===== src/logic/mem_pkg.sv =====
// data, address, index and mask widths, their typedefs and the RAM geometry
package mem_pkg;

    // machine word and byte address
    localparam int XLEN = 64;
    localparam int ADDR_W = 64;

    // doubleword RAM geometry
    localparam int INDEX_W = 8;
    localparam int OFF_W = 3;
    localparam int MASK_W = 8;
    localparam int RAM_DEPTH = 256;
    localparam int WINDOW_BYTES = 2048;

    // window base out of reset
    localparam logic [ADDR_W-1:0] RESET_BASE = 64'h8000_0000;

    typedef logic [XLEN-1:0] xlen_t;
    typedef logic [ADDR_W-1:0] addr_t;

    // doubleword slot inside the window
    typedef logic [INDEX_W-1:0] ram_index_t;

    // one enable per byte lane
    typedef logic [MASK_W-1:0] byte_mask_t;

    // byte position inside a doubleword
    typedef logic [OFF_W-1:0] byte_off_t;

endpackage


===== src/logic/lsu_pkg.sv =====
// access width enum, fault cause encoding and configuration register map
package lsu_pkg;

    // access size, shared by loads and stores
    typedef enum logic [1:0] {
        WIDTH_B = 2'b00,
        WIDTH_H = 2'b01,
        WIDTH_W = 2'b10,
        WIDTH_D = 2'b11
    } width_op_t;

    // fault cause bits
    typedef logic [1:0] cause_t;
    localparam int CAUSE_MISALIGN_BIT = 0;
    localparam int CAUSE_RANGE_BIT = 1;

    // configuration register addresses
    localparam logic [1:0] CFG_BASE = 2'd0;
    localparam logic [1:0] CFG_FAULT_ADDR = 2'd1;
    localparam logic [1:0] CFG_FAULT_COUNT = 2'd2;
    localparam logic [1:0] CFG_FAULT_CAUSE = 2'd3;

endpackage


===== src/logic/load_align.sv =====
// load_align: registered load offset and width, lane select, zero extension, valid pulse
`timescale 1ns/10ps

module load_align
    import mem_pkg::*;
    import lsu_pkg::*;
(
    input  logic      clk,
    input  logic      rst,
    input  logic      ram_ren,
    input  byte_off_t roff,
    input  width_op_t width,
    input  xlen_t     rline,
    output xlen_t     rdata,
    output logic      rvalid
);

    logic      valid_q;
    byte_off_t off_q;
    width_op_t width_q;
    xlen_t     lane;

    // valid flag follows each accepted load by one cycle
    always_ff @(posedge clk) begin
        if (rst) begin
            valid_q <= 1'b0;
        end else begin
            valid_q <= ram_ren;
        end
    end

    // offset and width travel alongside the RAM read
    always_ff @(posedge clk) begin
        if (ram_ren) begin
            off_q <= roff;
            width_q <= width;
        end
    end

    // addressed byte moved down to bit 0
    assign lane = rline >> {off_q, 3'b000};

    always_comb begin
        case (width_q)
            WIDTH_B: rdata = {56'd0, lane[7:0]};
            WIDTH_H: rdata = {48'd0, lane[15:0]};
            WIDTH_W: rdata = {32'd0, lane[31:0]};
            default: rdata = lane;
        endcase
    end

    assign rvalid = valid_q;

endmodule


===== config.mk =====
export PLATFORM = sky130hd
export DESIGN_NAME = load_align
export DESIGN_NICKNAME = d
export VERILOG_FILES = /design/src/logic/mem_pkg.sv /design/src/logic/lsu_pkg.sv /design/src/logic/load_align.sv
export SDC_FILE = /design/constraint.sdc
export NUM_CORES = 1
export LEC_CHECK = 0
export BUFFER_PORTS_ARGS = -buffer_cell sky130_fd_sc_hd__clkbuf_2
export CORE_UTILIZATION = 45
export CTS_CLUSTER_DIAMETER = 50
export DETAILED_ROUTE_END_ITERATION = 10
export PLACE_DENSITY = 0.85
export SYNTH_ARGS = -nofsm -noshare
export SYNTH_HDL_FRONTEND = slang
export SYNTH_SLANG_ARGS = --single-unit

===== constraint.sdc =====
create_clock -name clk -period 2.5 [get_ports clk]
set_clock_uncertainty 0.1 [all_clocks]
set_input_delay 0.25 -clock clk [delete_from_list [all_inputs] [get_ports clk]]
set_output_delay 0.25 -clock clk [all_outputs]
set_load 0.01 [all_outputs]

# == Yosys cells after proc, flatten, opt, wreduce, memory -nomap -nowiden ==
# Cells that the tools add are included.
# totals
ff_bits,6
in_bits,72
output_inout_bits,65
word_cells,8
# classes
shifts,1
reduce_logical,1
muxes,1
eq_ne,2
# op_table
operator,count
64-bit one-hot mux with 3 select lines,1
64-bit by 6-bit >> shifter with 64-bit output,1
"2-bit by 1-bit equality test with 1-bit output, second input constant",1
"2-bit equality test, second input constant",1
2-bit zero test,1

# == Depth between registers and ports, before layout ==
# Gate-level depths: netlist (run 1).
# logic_depth
ltp_word,2
mapped_depth,6

# == Worst setup path after synthesis (run 1) ==
# Ideal clock, no wire load.
# synth_path
path_kind,flip-flop to output port
startpoint,register off_q[0]
endpoint,output rdata[11]
path_buffers,3
path_stages_with_launch,7
t_arrival_ns,1.375
setup_slack_ns,0.775
path_cell_list,edfxtp_1 > buf_6 > buf_6 > inv_4 > buf_4 > nand2_1 > a311oi_1
# synth_between
elab_chain_len,2
# synth_rtl
element,line,text
"start, declared",load_align.sv:19,byte_off_t off_q;
"start signal, assigned",load_align.sv:35,off_q <= roff;
64-bit by 6-bit >> shifter with 64-bit output,load_align.sv:41,"assign lane = rline >> {off_q, 3'b000};"
64-bit one-hot mux with 3 select lines,load_align.sv:44,case (width_q)
"end, declared",load_align.sv:14,"output xlen_t rdata,"
# Every way passes these cells.

# == Final worst setup path (run 1) ==
# layout_path
startpoint,register off_q[2]
endpoint,output rdata[16]
# Same word-level chain as after synthesis.

==> impl_metrics.env, run 1 <==
export IMPL_fmax_ghz=0.434
export IMPL_synth_seq_cells=6
export IMPL_io_pins=137
export IMPL_tns_ps=0
export IMPL_die_height_um=69.6
export IMPL_hold_violations=0
export IMPL_synth_warnings=0
export IMPL_synth_nets=316
export IMPL_leakage_nw=1.43
export IMPL_synth_edf_count=5
export IMPL_gr_usage_met1_pct=36.9
export IMPL_cp_end_kind="output port"
export IMPL_outcome="complete, no violations"
export IMPL_syn_area_sq_mm=0.00206
export IMPL_p_seq_share_pct=14.2
export IMPL_critPathKind="reg2out"
export IMPL_min_period_ps=2310
export IMPL_swShare_pct=42.7
export IMPL_critPathRequiredTime_ps=2150
export IMPL_grt_util_met2_pct=49.1
export IMPL_antenna_cells=0
export IMPL_rsz0062_at_grt="false"
export IMPL_grt_pass1_vias=2471
export IMPL_cpPeakStageDelay_ps=520
export IMPL_dp_hpwl_um=5400
export IMPL_cp_cell_sequence="buf_4, inv_1, buf_4, nand3_1, o22ai_1, clkbuf_2"
export IMPL_die_area_sq_mm=0.00485
export IMPL_rows=24
export IMPL_drt_wl_total_um=7210
export IMPL_clkPwrFrac_pct=17.0
export IMPL_placed_area_sq_mm=0.00276
export IMPL_synthArstFlopShare_pct=0
export IMPL_cts_tree="yes"
export IMPL_grt_max_degree=60
export IMPL_synthCells=244
export IMPL_cts_sinks=6
export IMPL_cpMaxStageDelayCell="edfxtp_1"
export IMPL_cts_buffer_depth=2
export IMPL_via_per_inst=5.93
export IMPL_start_util_pct=46.9
export IMPL_slew_limit_headroom_pct=47.2
export IMPL_num_vias=2530
export IMPL_p_switching_mw=0.385
export IMPL_intPower_mw=0.516
export IMPL_whs_ps=85.1
export IMPL_use_met3_pct=4.36
export IMPL_cts_repair_resized=0
export IMPL_htreeDepth=1
export IMPL_cts_root_buf="clkbuf_8"
export IMPL_ant_nets=0
export IMPL_grt_antenna_before_repair=0
export IMPL_ys_flop_type="edfxtp_1"
export IMPL_arrival_ps=1960
export IMPL_grt_overflow_total=0
export IMPL_min_period_over_period_pct=92.2
export IMPL_cts_inserted_buffers=3
export IMPL_pwr_share_comb_pct=68.8
export IMPL_area_delta_synth_final_pct=36.6
export IMPL_start_kind="flip-flop"
export IMPL_slew_violations=0
export IMPL_ctsHoldBuffers=0
export IMPL_layout_nets=448
export IMPL_post_cts_setup_buffer_count=0
export IMPL_coreArea_sq_mm=0.00438
export IMPL_max_cap_violations=0
export IMPL_setup_viol=0
export IMPL_stdcell_area_sq_mm=0.00281
export IMPL_portBuffers=136
export IMPL_ys_seq_area_share_pct=8.27
export IMPL_crit_path_frequent_cell="buf_4"
export IMPL_path_clk_slew_ps=40
export IMPL_drive_gt1_share_pct=50.9
export IMPL_min_path_type="in2reg"
export IMPL_p_per_area_mw_per_mm2=321
export IMPL_finalPower_mw=0.902
export IMPL_tightestPinTransition_ps=788
export IMPL_wl_per_cell_um=16.9
export IMPL_routabilityCongestion=0.871
export IMPL_grt_pass1_wl_um=11600
export IMPL_syn_avg_cell_area_sq_um=8.44
export IMPL_route_detailed_drc=0
export IMPL_grt_busiest_layer="met2"
export IMPL_cp_max_fo=11
export IMPL_ir_drop_mv=0.449
export IMPL_grt_total_usage_pct=28.9
export IMPL_die_x_um=69.6
export IMPL_first_iter_violations=166
export IMPL_first_pass_iters=5
export IMPL_ys_types=34
==> power groups by stage <==
stage	clock, mW	combinational [mW]	sequential (mW)
after floorplan	0	0.403	0.124
after global placement	0	0.601	0.129
after detailed placement	0	0.613	0.129
after CTS	0.155	0.615	0.128
after global routing	0.161	0.666	0.129
final	0.153	0.621	0.128
==> metrics by stage <==
| stage | utilization, % | instances | setup WS, ps |
|---|---|---|---|
| finish | 64.1 | 427 | 194 |
| global route | 64.1 | 427 | 52.5 |
| CTS | 64.0 | 426 | 117 |
| detailed placement | 62.9 | 422 | 360 |
| global placement | 62.9 | 422 | 400 |
| floorplan | - | 244 | 775 |
==> layer usage <==
layer / vias to the layer above / wire length, um
met5: - / 0
met4: 0 / 171
met3: 16 / 602
met2: 148 / 3350
met1: 1175 / 3080
li1: 1191 / -
==> state kept, by name, summed over array words and instances, names as in the netlist <==
name,cells
width_q,2
off_q,3
rvalid,1
==> final cells by class <==
type,count,area (sq um)
clock buffers,4,45.0
multi-input cells,209,1700
flip-flops and latches,6,170
fillers,392,1570
repair buffers,148,796
inverters,8,32.5
well taps,52,65.1
==> worst max-delay path: cells and delay by family, from the launching register on <==
kind,cells,cell delay (ps)
and+or+nand+nor,1,310
DFF,1,520
AOI/OAI and AO/OA,1,220
buffers and inverters,4,690
==> cells in the mapped netlist (5+ instances only) <==
| library cell | n | area share [%] |
|---|---|---|
| a311oi_1 | 7 | 3.0 |
| mux4_2 | 8 | 8.8 |
| o31ai_1 | 6 | 2.2 |
| inv_1 | 7 | 1.3 |
| mux2_1 | 13 | 7.1 |
| o22ai_1 | 13 | 4.0 |
| mux2_2 | 26 | 14 |
| edfxtp_1 | 5 | 7.3 |
| and2_1 | 8 | 2.4 |
| mux2i_1 | 38 | 18 |
| nor2b_1 | 8 | 2.4 |
| buf_6 | 7 | 3.8 |
| buf_4 | 5 | 1.8 |
| nand2_1 | 24 | 4.4 |
| buf_2 | 7 | 1.7 |
| nor2_1 | 29 | 5.3 |
| a211oi_1 | 6 | 2.2 |
| a21oi_1 | 7 | 1.7 |
==> path summary, 6_finish.rpt <==
check	cells past startpoint	start	to
max	6	off_q[2]$_DFFE_PP_	rdata[16]
min	2	rst	rvalid$_SDFF_PP0_
==> cells in the final DEF, fill, tap and decap left out, drive strengths merged, types with 8 or more instances in the layout <==
master and n:
nor2b 8, nor2 29, mux2 39, mux4 8, nand2 24, o22ai 13
inv 8, buf 12, mux2i 38, and2 8, clkbuf 140
==> kinds of logic (layout without fill, tap and decap cells) <==
| kind of cell | Yosys count | count (layout) | share of synthesized area, % |
|---|---|---|---|
| AOI/OAI and AO/OA | 46 | 46 | 15.6 |
| buffers and inverters | 29 | 160 | 9.30 |
| DFF | 6 | 6 | 8.27 |
| muxes | 85 | 85 | 48.6 |
| and+or+nand+nor | 78 | 78 | 18.3 |
(Power assumes the default switching activity.)
==> run 2: changes to the inputs <==
--- a/config.mk
+++ b/config.mk
@@ -5,11 +5,13 @@
 export SDC_FILE = /design/constraint.sdc
 export NUM_CORES = 1
 export LEC_CHECK = 0
+export ABC_AREA = 1
 export BUFFER_PORTS_ARGS = -buffer_cell sky130_fd_sc_hd__clkbuf_2
+export CORE_MARGIN = 2
 export CORE_UTILIZATION = 45
 export CTS_CLUSTER_DIAMETER = 50
 export DETAILED_ROUTE_END_ITERATION = 10
-export PLACE_DENSITY = 0.85
+export PLACE_DENSITY = 0.82
 export SYNTH_ARGS = -nofsm -noshare
 export SYNTH_HDL_FRONTEND = slang
 export SYNTH_SLANG_ARGS = --single-unit
==> impl_metrics.env, run 2 <==
export IMPL_outcome="complete, no violations"
export IMPL_slew_violations=0
export IMPL_stdcell_area_sq_mm=0.00303
export IMPL_htreeDepth=1
export IMPL_final_core_util_pct=59.7
export IMPL_cp_end_kind="output port"
export IMPL_ys_types=22
export IMPL_die_height_um=76.1
export IMPL_layout_nets=679
export IMPL_first_pass_iters=6
export IMPL_finalPower_mw=0.961
export IMPL_arrival_ps=1860
export IMPL_slew_limit_headroom_pct=58.2
export IMPL_cts_tree="yes"
export IMPL_path_clk_slew_ps=40
export IMPL_placed_area_sq_mm=0.00299
export IMPL_grt_pass1_wl_um=13100
export IMPL_synth_seq_cells=6
export IMPL_cts_root_buf="clkbuf_8"
export IMPL_coreArea_sq_mm=0.00507
export IMPL_setup_viol=0
export IMPL_drt_wl_total_um=7950
export IMPL_area_delta_synth_final_pct=29.5
export IMPL_synth_warnings=0
export IMPL_synth_common_cells="211 x nand2_1, 87 x nand3_1, 46 x nor2_1"
export IMPL_ctsHoldBuffers=0
export IMPL_fin_cells=676
export IMPL_most_common_layout_cells="211 x nand2_1, 136 x clkbuf_2, 87 x nand3_1"
export IMPL_syn_avg_cell_area_sq_um=4.74
export IMPL_start_util_pct=46.1
export IMPL_ir_drop_mv=0.192
export IMPL_fmax_ghz=0.452
export IMPL_synth_most_common_cell="nand2_1"
export IMPL_grt_max_degree=65
export IMPL_io_pins=137
export IMPL_drive_gt1_share_pct=26.4
export IMPL_grt_overflow_total=0
export IMPL_cts_sinks=6
export IMPL_dp_hpwl_um=5880
export IMPL_antenna_cells=0
export IMPL_via_per_inst=5.25
export IMPL_cts_buffer_depth=2
export IMPL_grt_pass1_vias=3067
export IMPL_synth_area_leaders="nand2_1 34%, nand3_1 19%, nor2_1 7.4%"
export IMPL_leakage_nw=1.88
export IMPL_min_period_over_period_pct=88.6
export IMPL_syn_area_sq_mm=0.00234
export IMPL_portBuffers=136
export IMPL_critPathKind="reg2out"
export IMPL_cts_inserted_buffers=3
export IMPL_hold_violations=0
export IMPL_synth_nets=566
export IMPL_tightestPinTransition_ps=627
export IMPL_wl_per_cell_um=11.8
export IMPL_max_cap_violations=0
export IMPL_ys_flop_type="edfxtp_1"
export IMPL_num_vias=3549
export IMPL_largest_reg_flops=3
export IMPL_die_x_um=76.1
export IMPL_critPathRequiredTime_ps=2150
export IMPL_post_cts_setup_buffer_count=0
export IMPL_layout_commonest_cell="nand2_1"
export IMPL_start_kind="flip-flop"
export IMPL_synth_edf_count=5
export IMPL_synthArstFlopShare_pct=0
export IMPL_synthCells=494
export IMPL_rows=26
export IMPL_yosysTopAreaCell="nand2_1"
export IMPL_grt_total_usage_pct=26.0
export IMPL_tns_ps=0
export IMPL_dp_cells=672
export IMPL_min_path_type="in2reg"
export IMPL_routabilityCongestion=0.883
export IMPL_cp_max_fo=64
export IMPL_cts_repair_resized=0
export IMPL_grt_antenna_before_repair=0
export IMPL_top_register="off_q"
export IMPL_yosys_area_top_type_share_pct=33.9
export IMPL_die_area_sq_mm=0.00579
export IMPL_ant_nets=0
export IMPL_p_per_area_mw_per_mm2=317
export IMPL_rsz0062_at_grt="false"
export IMPL_first_iter_violations=233
export IMPL_min_period_ps=2210
export IMPL_ys_seq_area_share_pct=7.27
export IMPL_route_detailed_drc=0
-- run 2: layer usage --
layer | track usage [%] | wire [um]
met1 | 32.8 | 3330
met3 | 2.84 | 733
met5 | 0 | 0
met2 | 46.5 | 3780
met4 | 8.00 | 108
-- run 2: worst paths after layout --
path	from	end	slack [ps]	cells past startpoint
setup / recovery	off_q[0]$_DFFE_PP_	rdata[11]	290	8
hold / removal	rst	rvalid$_SDFF_PP0_	80	2
-- run 2: power breakdown --
part / internal (mW) / total (mW) / switching [mW]
logic: 0.254 / 0.681 / 0.427
clock network: 0.110 / 0.154 / 0.0441
registers: 0.117 / 0.126 / 0.00876
-- run 2: logic make-up after synthesis --
| family | count (synthesis) | share of synthesized area [%] |
|---|---|---|
| AO/OA/AOI/OAI | 53 | 14.0 |
| buffers and inverters | 80 | 16.2 |
| flip-flops | 6 | 7.27 |
| AND/OR/NAND/NOR | 355 | 62.6 |
-- run 2: metrics by stage --
step                      hold WS [ps]  setup WS, ps
final                             83.9           286
after floorplan                    221           975
after global routing              95.5          69.3
after detailed placement           311           556
after CTS                         82.7           322
after global placement             307           583
-- run 2: area by class of cell --
class	instances	area, sq um
inverter	40	153
sequential	6	170
fill	546	2040
timing repair buffer	148	783
clock buffer	4	45.0
tap	70	87.6
multi-input combinational	408	1790
-- run 2: critical path, cell delays in order, from the launching register on --
cell and delay, ps:
edfxtp_1 440, inv_4 480, nand2_1 160, nand2_1 90, nand2_1 70, nand3_1 70
nand2_1 60, nor2_1 100, clkbuf_2 140
==> run 3: changes to the inputs <==
--- a/config.mk
+++ b/config.mk
@@ -9,6 +9,7 @@
 export BUFFER_PORTS_ARGS = -buffer_cell sky130_fd_sc_hd__clkbuf_2
 export CORE_MARGIN = 2
 export CORE_UTILIZATION = 45
+export CTS_BUF_LIST = sky130_fd_sc_hd__clkbuf_16
 export CTS_CLUSTER_DIAMETER = 50
 export DETAILED_ROUTE_END_ITERATION = 10
 export PLACE_DENSITY = 0.82
==> constraint.sdc (replaced) <==
create_clock -name clk -period 2.4 [get_ports clk]
set_clock_uncertainty 0.1 [all_clocks]
set_input_delay 0.36 -clock clk [delete_from_list [all_inputs] [get_ports clk]]
set_output_delay 0.36 -clock clk [all_outputs]
set_load 0.01 [all_outputs]
==> impl_metrics.env, run 3 (synthesized netlist as in run 2, its figures left out) <==
export IMPL_antenna_cells=0
export IMPL_met3WireLength_um=744
export IMPL_cp_end_kind="output port"
export IMPL_first_iter_violations=229
export IMPL_slew_violations=0
export IMPL_ir_drop_mv=0.237
export IMPL_grt_overflow_total=0
export IMPL_wl_met1_um=3230
export IMPL_rsz0062_at_grt="false"
export IMPL_tns_ps=0
export IMPL_multi_input_area_sq_mm=0.00179
export IMPL_leakage_nw=1.90
export IMPL_dr_max_layer_used="met4"
export IMPL_grt_total_usage_pct=25.8
export IMPL_regArea_sq_um=170
export IMPL_cts_buffer_depth=2
export IMPL_slew_limit_headroom_pct=73.7
export IMPL_path_clk_slew_ps=40
export IMPL_p_per_area_mw_per_mm2=364
export IMPL_cts_tree="yes"
export IMPL_max_cap_violations=0
export IMPL_setup_viol=0
export IMPL_grt_pass1_vias=3116
export IMPL_cts_root_buf="clkbuf_16"
export IMPL_cts_inserted_buffers=3
export IMPL_largest_reg_flops=3
export IMPL_start_kind="flip-flop"
export IMPL_top_register="off_q"
export IMPL_cp_max_fo=35
export IMPL_wl_per_cell_um=11.7
export IMPL_route_detailed_drc=0
export IMPL_io_pins=137
export IMPL_drt_wl_total_um=7920
export IMPL_cts_repair_resized=0
export IMPL_critPathKind="reg2out"
export IMPL_min_period_ps=2240
export IMPL_start_util_pct=46.1
export IMPL_die_x_um=76.1
export IMPL_min_path_type="in2reg"
export IMPL_outcome="complete, no violations"
export IMPL_fillers=531
export IMPL_die_area_sq_mm=0.00579
export IMPL_ctsHoldBuffers=0
export IMPL_drive_gt1_share_pct=26.5
export IMPL_cts_sinks=6
export IMPL_rows=26
export IMPL_post_cts_setup_buffer_count=0
export IMPL_fin_cells=677
export IMPL_most_common_layout_cells="211 x nand2_1, 136 x clkbuf_2, 87 x nand3_1"
export IMPL_htreeDepth=1
export IMPL_tightestPinTransition_ps=395
export IMPL_ant_nets=0
export IMPL_portBuffers=136
export IMPL_coreArea_sq_mm=0.00507
export IMPL_grt_max_degree=43
export IMPL_grt_antenna_before_repair=0
export IMPL_hold_violations=0
export IMPL_layout_nets=680
export IMPL_dp_cells=673
export IMPL_die_height_um=76.1
export IMPL_dp_hpwl_um=5870
export IMPL_via_per_inst=5.31
export IMPL_area_delta_synth_final_pct=31.3
export IMPL_layout_commonest_cell="nand2_1"
export IMPL_wl_met2_um=3860
export IMPL_routabilityCongestion=0.892
export IMPL_fmax_ghz=0.446
export IMPL_num_vias=3595
export IMPL_grt_pass1_wl_um=13100
export IMPL_arrival_ps=1780
export IMPL_critPathRequiredTime_ps=1940
export IMPL_first_pass_iters=6
export IMPL_min_period_over_period_pct=93.5
run 3: changes by cell type in the layout (fill, tap and decap cells not counted), sizes merged:
| cell | change |
|---|---|
| inv | +1 |
| clkbuf | -1 |
| buf | +1 |
run 3: final timing paths:
kind / cells past startpoint / to / from / slack, ps
setup / recovery: 9 / rdata[13] / off_q[0]$_DFFE_PP_ / 160
hold / removal: 2 / rvalid$_SDFF_PP0_ / rst / 190
run 3: stage by stage:
stage          area (sq um)  power (mW)  utilization [%]  worst slack, ps  hold slack (ps)
2_1_floorplan          2340       0.616                -              765              331
3_3_place_gp           2990       0.826             59.0              416              416
3_5_place_dp           2990       0.837             59.0              432              425
4_1_cts                3070        1.12             60.5              177              188
5_1_grt                3070        1.21             60.5             1.39              200
6_report               3070        1.12             60.5              156              190
run 3: worst max-delay path: stages (launching register included):
cell and delay [ps]:
edfxtp_1 430, inv_4 260, buf_12 220, nand2_1 90, nand2_1 60, nand2_1 60, nand3_1 80, nand2_1 50
nor2_1 130, clkbuf_2 150
run 3: layout make-up:
type	instances	area share, %
Multi-Input combinational cell	408	58.3
Timing Repair Buffer	149	25.7
Sequential cell	6	5.54
Inverter	40	4.97
Tap cell	70	2.85
Clock buffer	3	2.44
Clock inverter	1	0.122
run 3: power by group:
group          internal (mW)  switching, mW  total [mW]  leakage [nW]
sequential             0.122        0.00548       0.128        0.0573
combinational          0.266          0.448       0.714          1.80
clock                  0.216         0.0588       0.275        0.0423
run 3: routing by layer:
| metal | global-route usage (%) | up-vias |
|---|---|---|
| met5 | 0 | - |
| met4 | 7.64 | 0 |
| met3 | 1.90 | 10 |
| met2 | 48.1 | 223 |
| met1 | 31.5 | 1551 |
| li1 | - | 1811 |
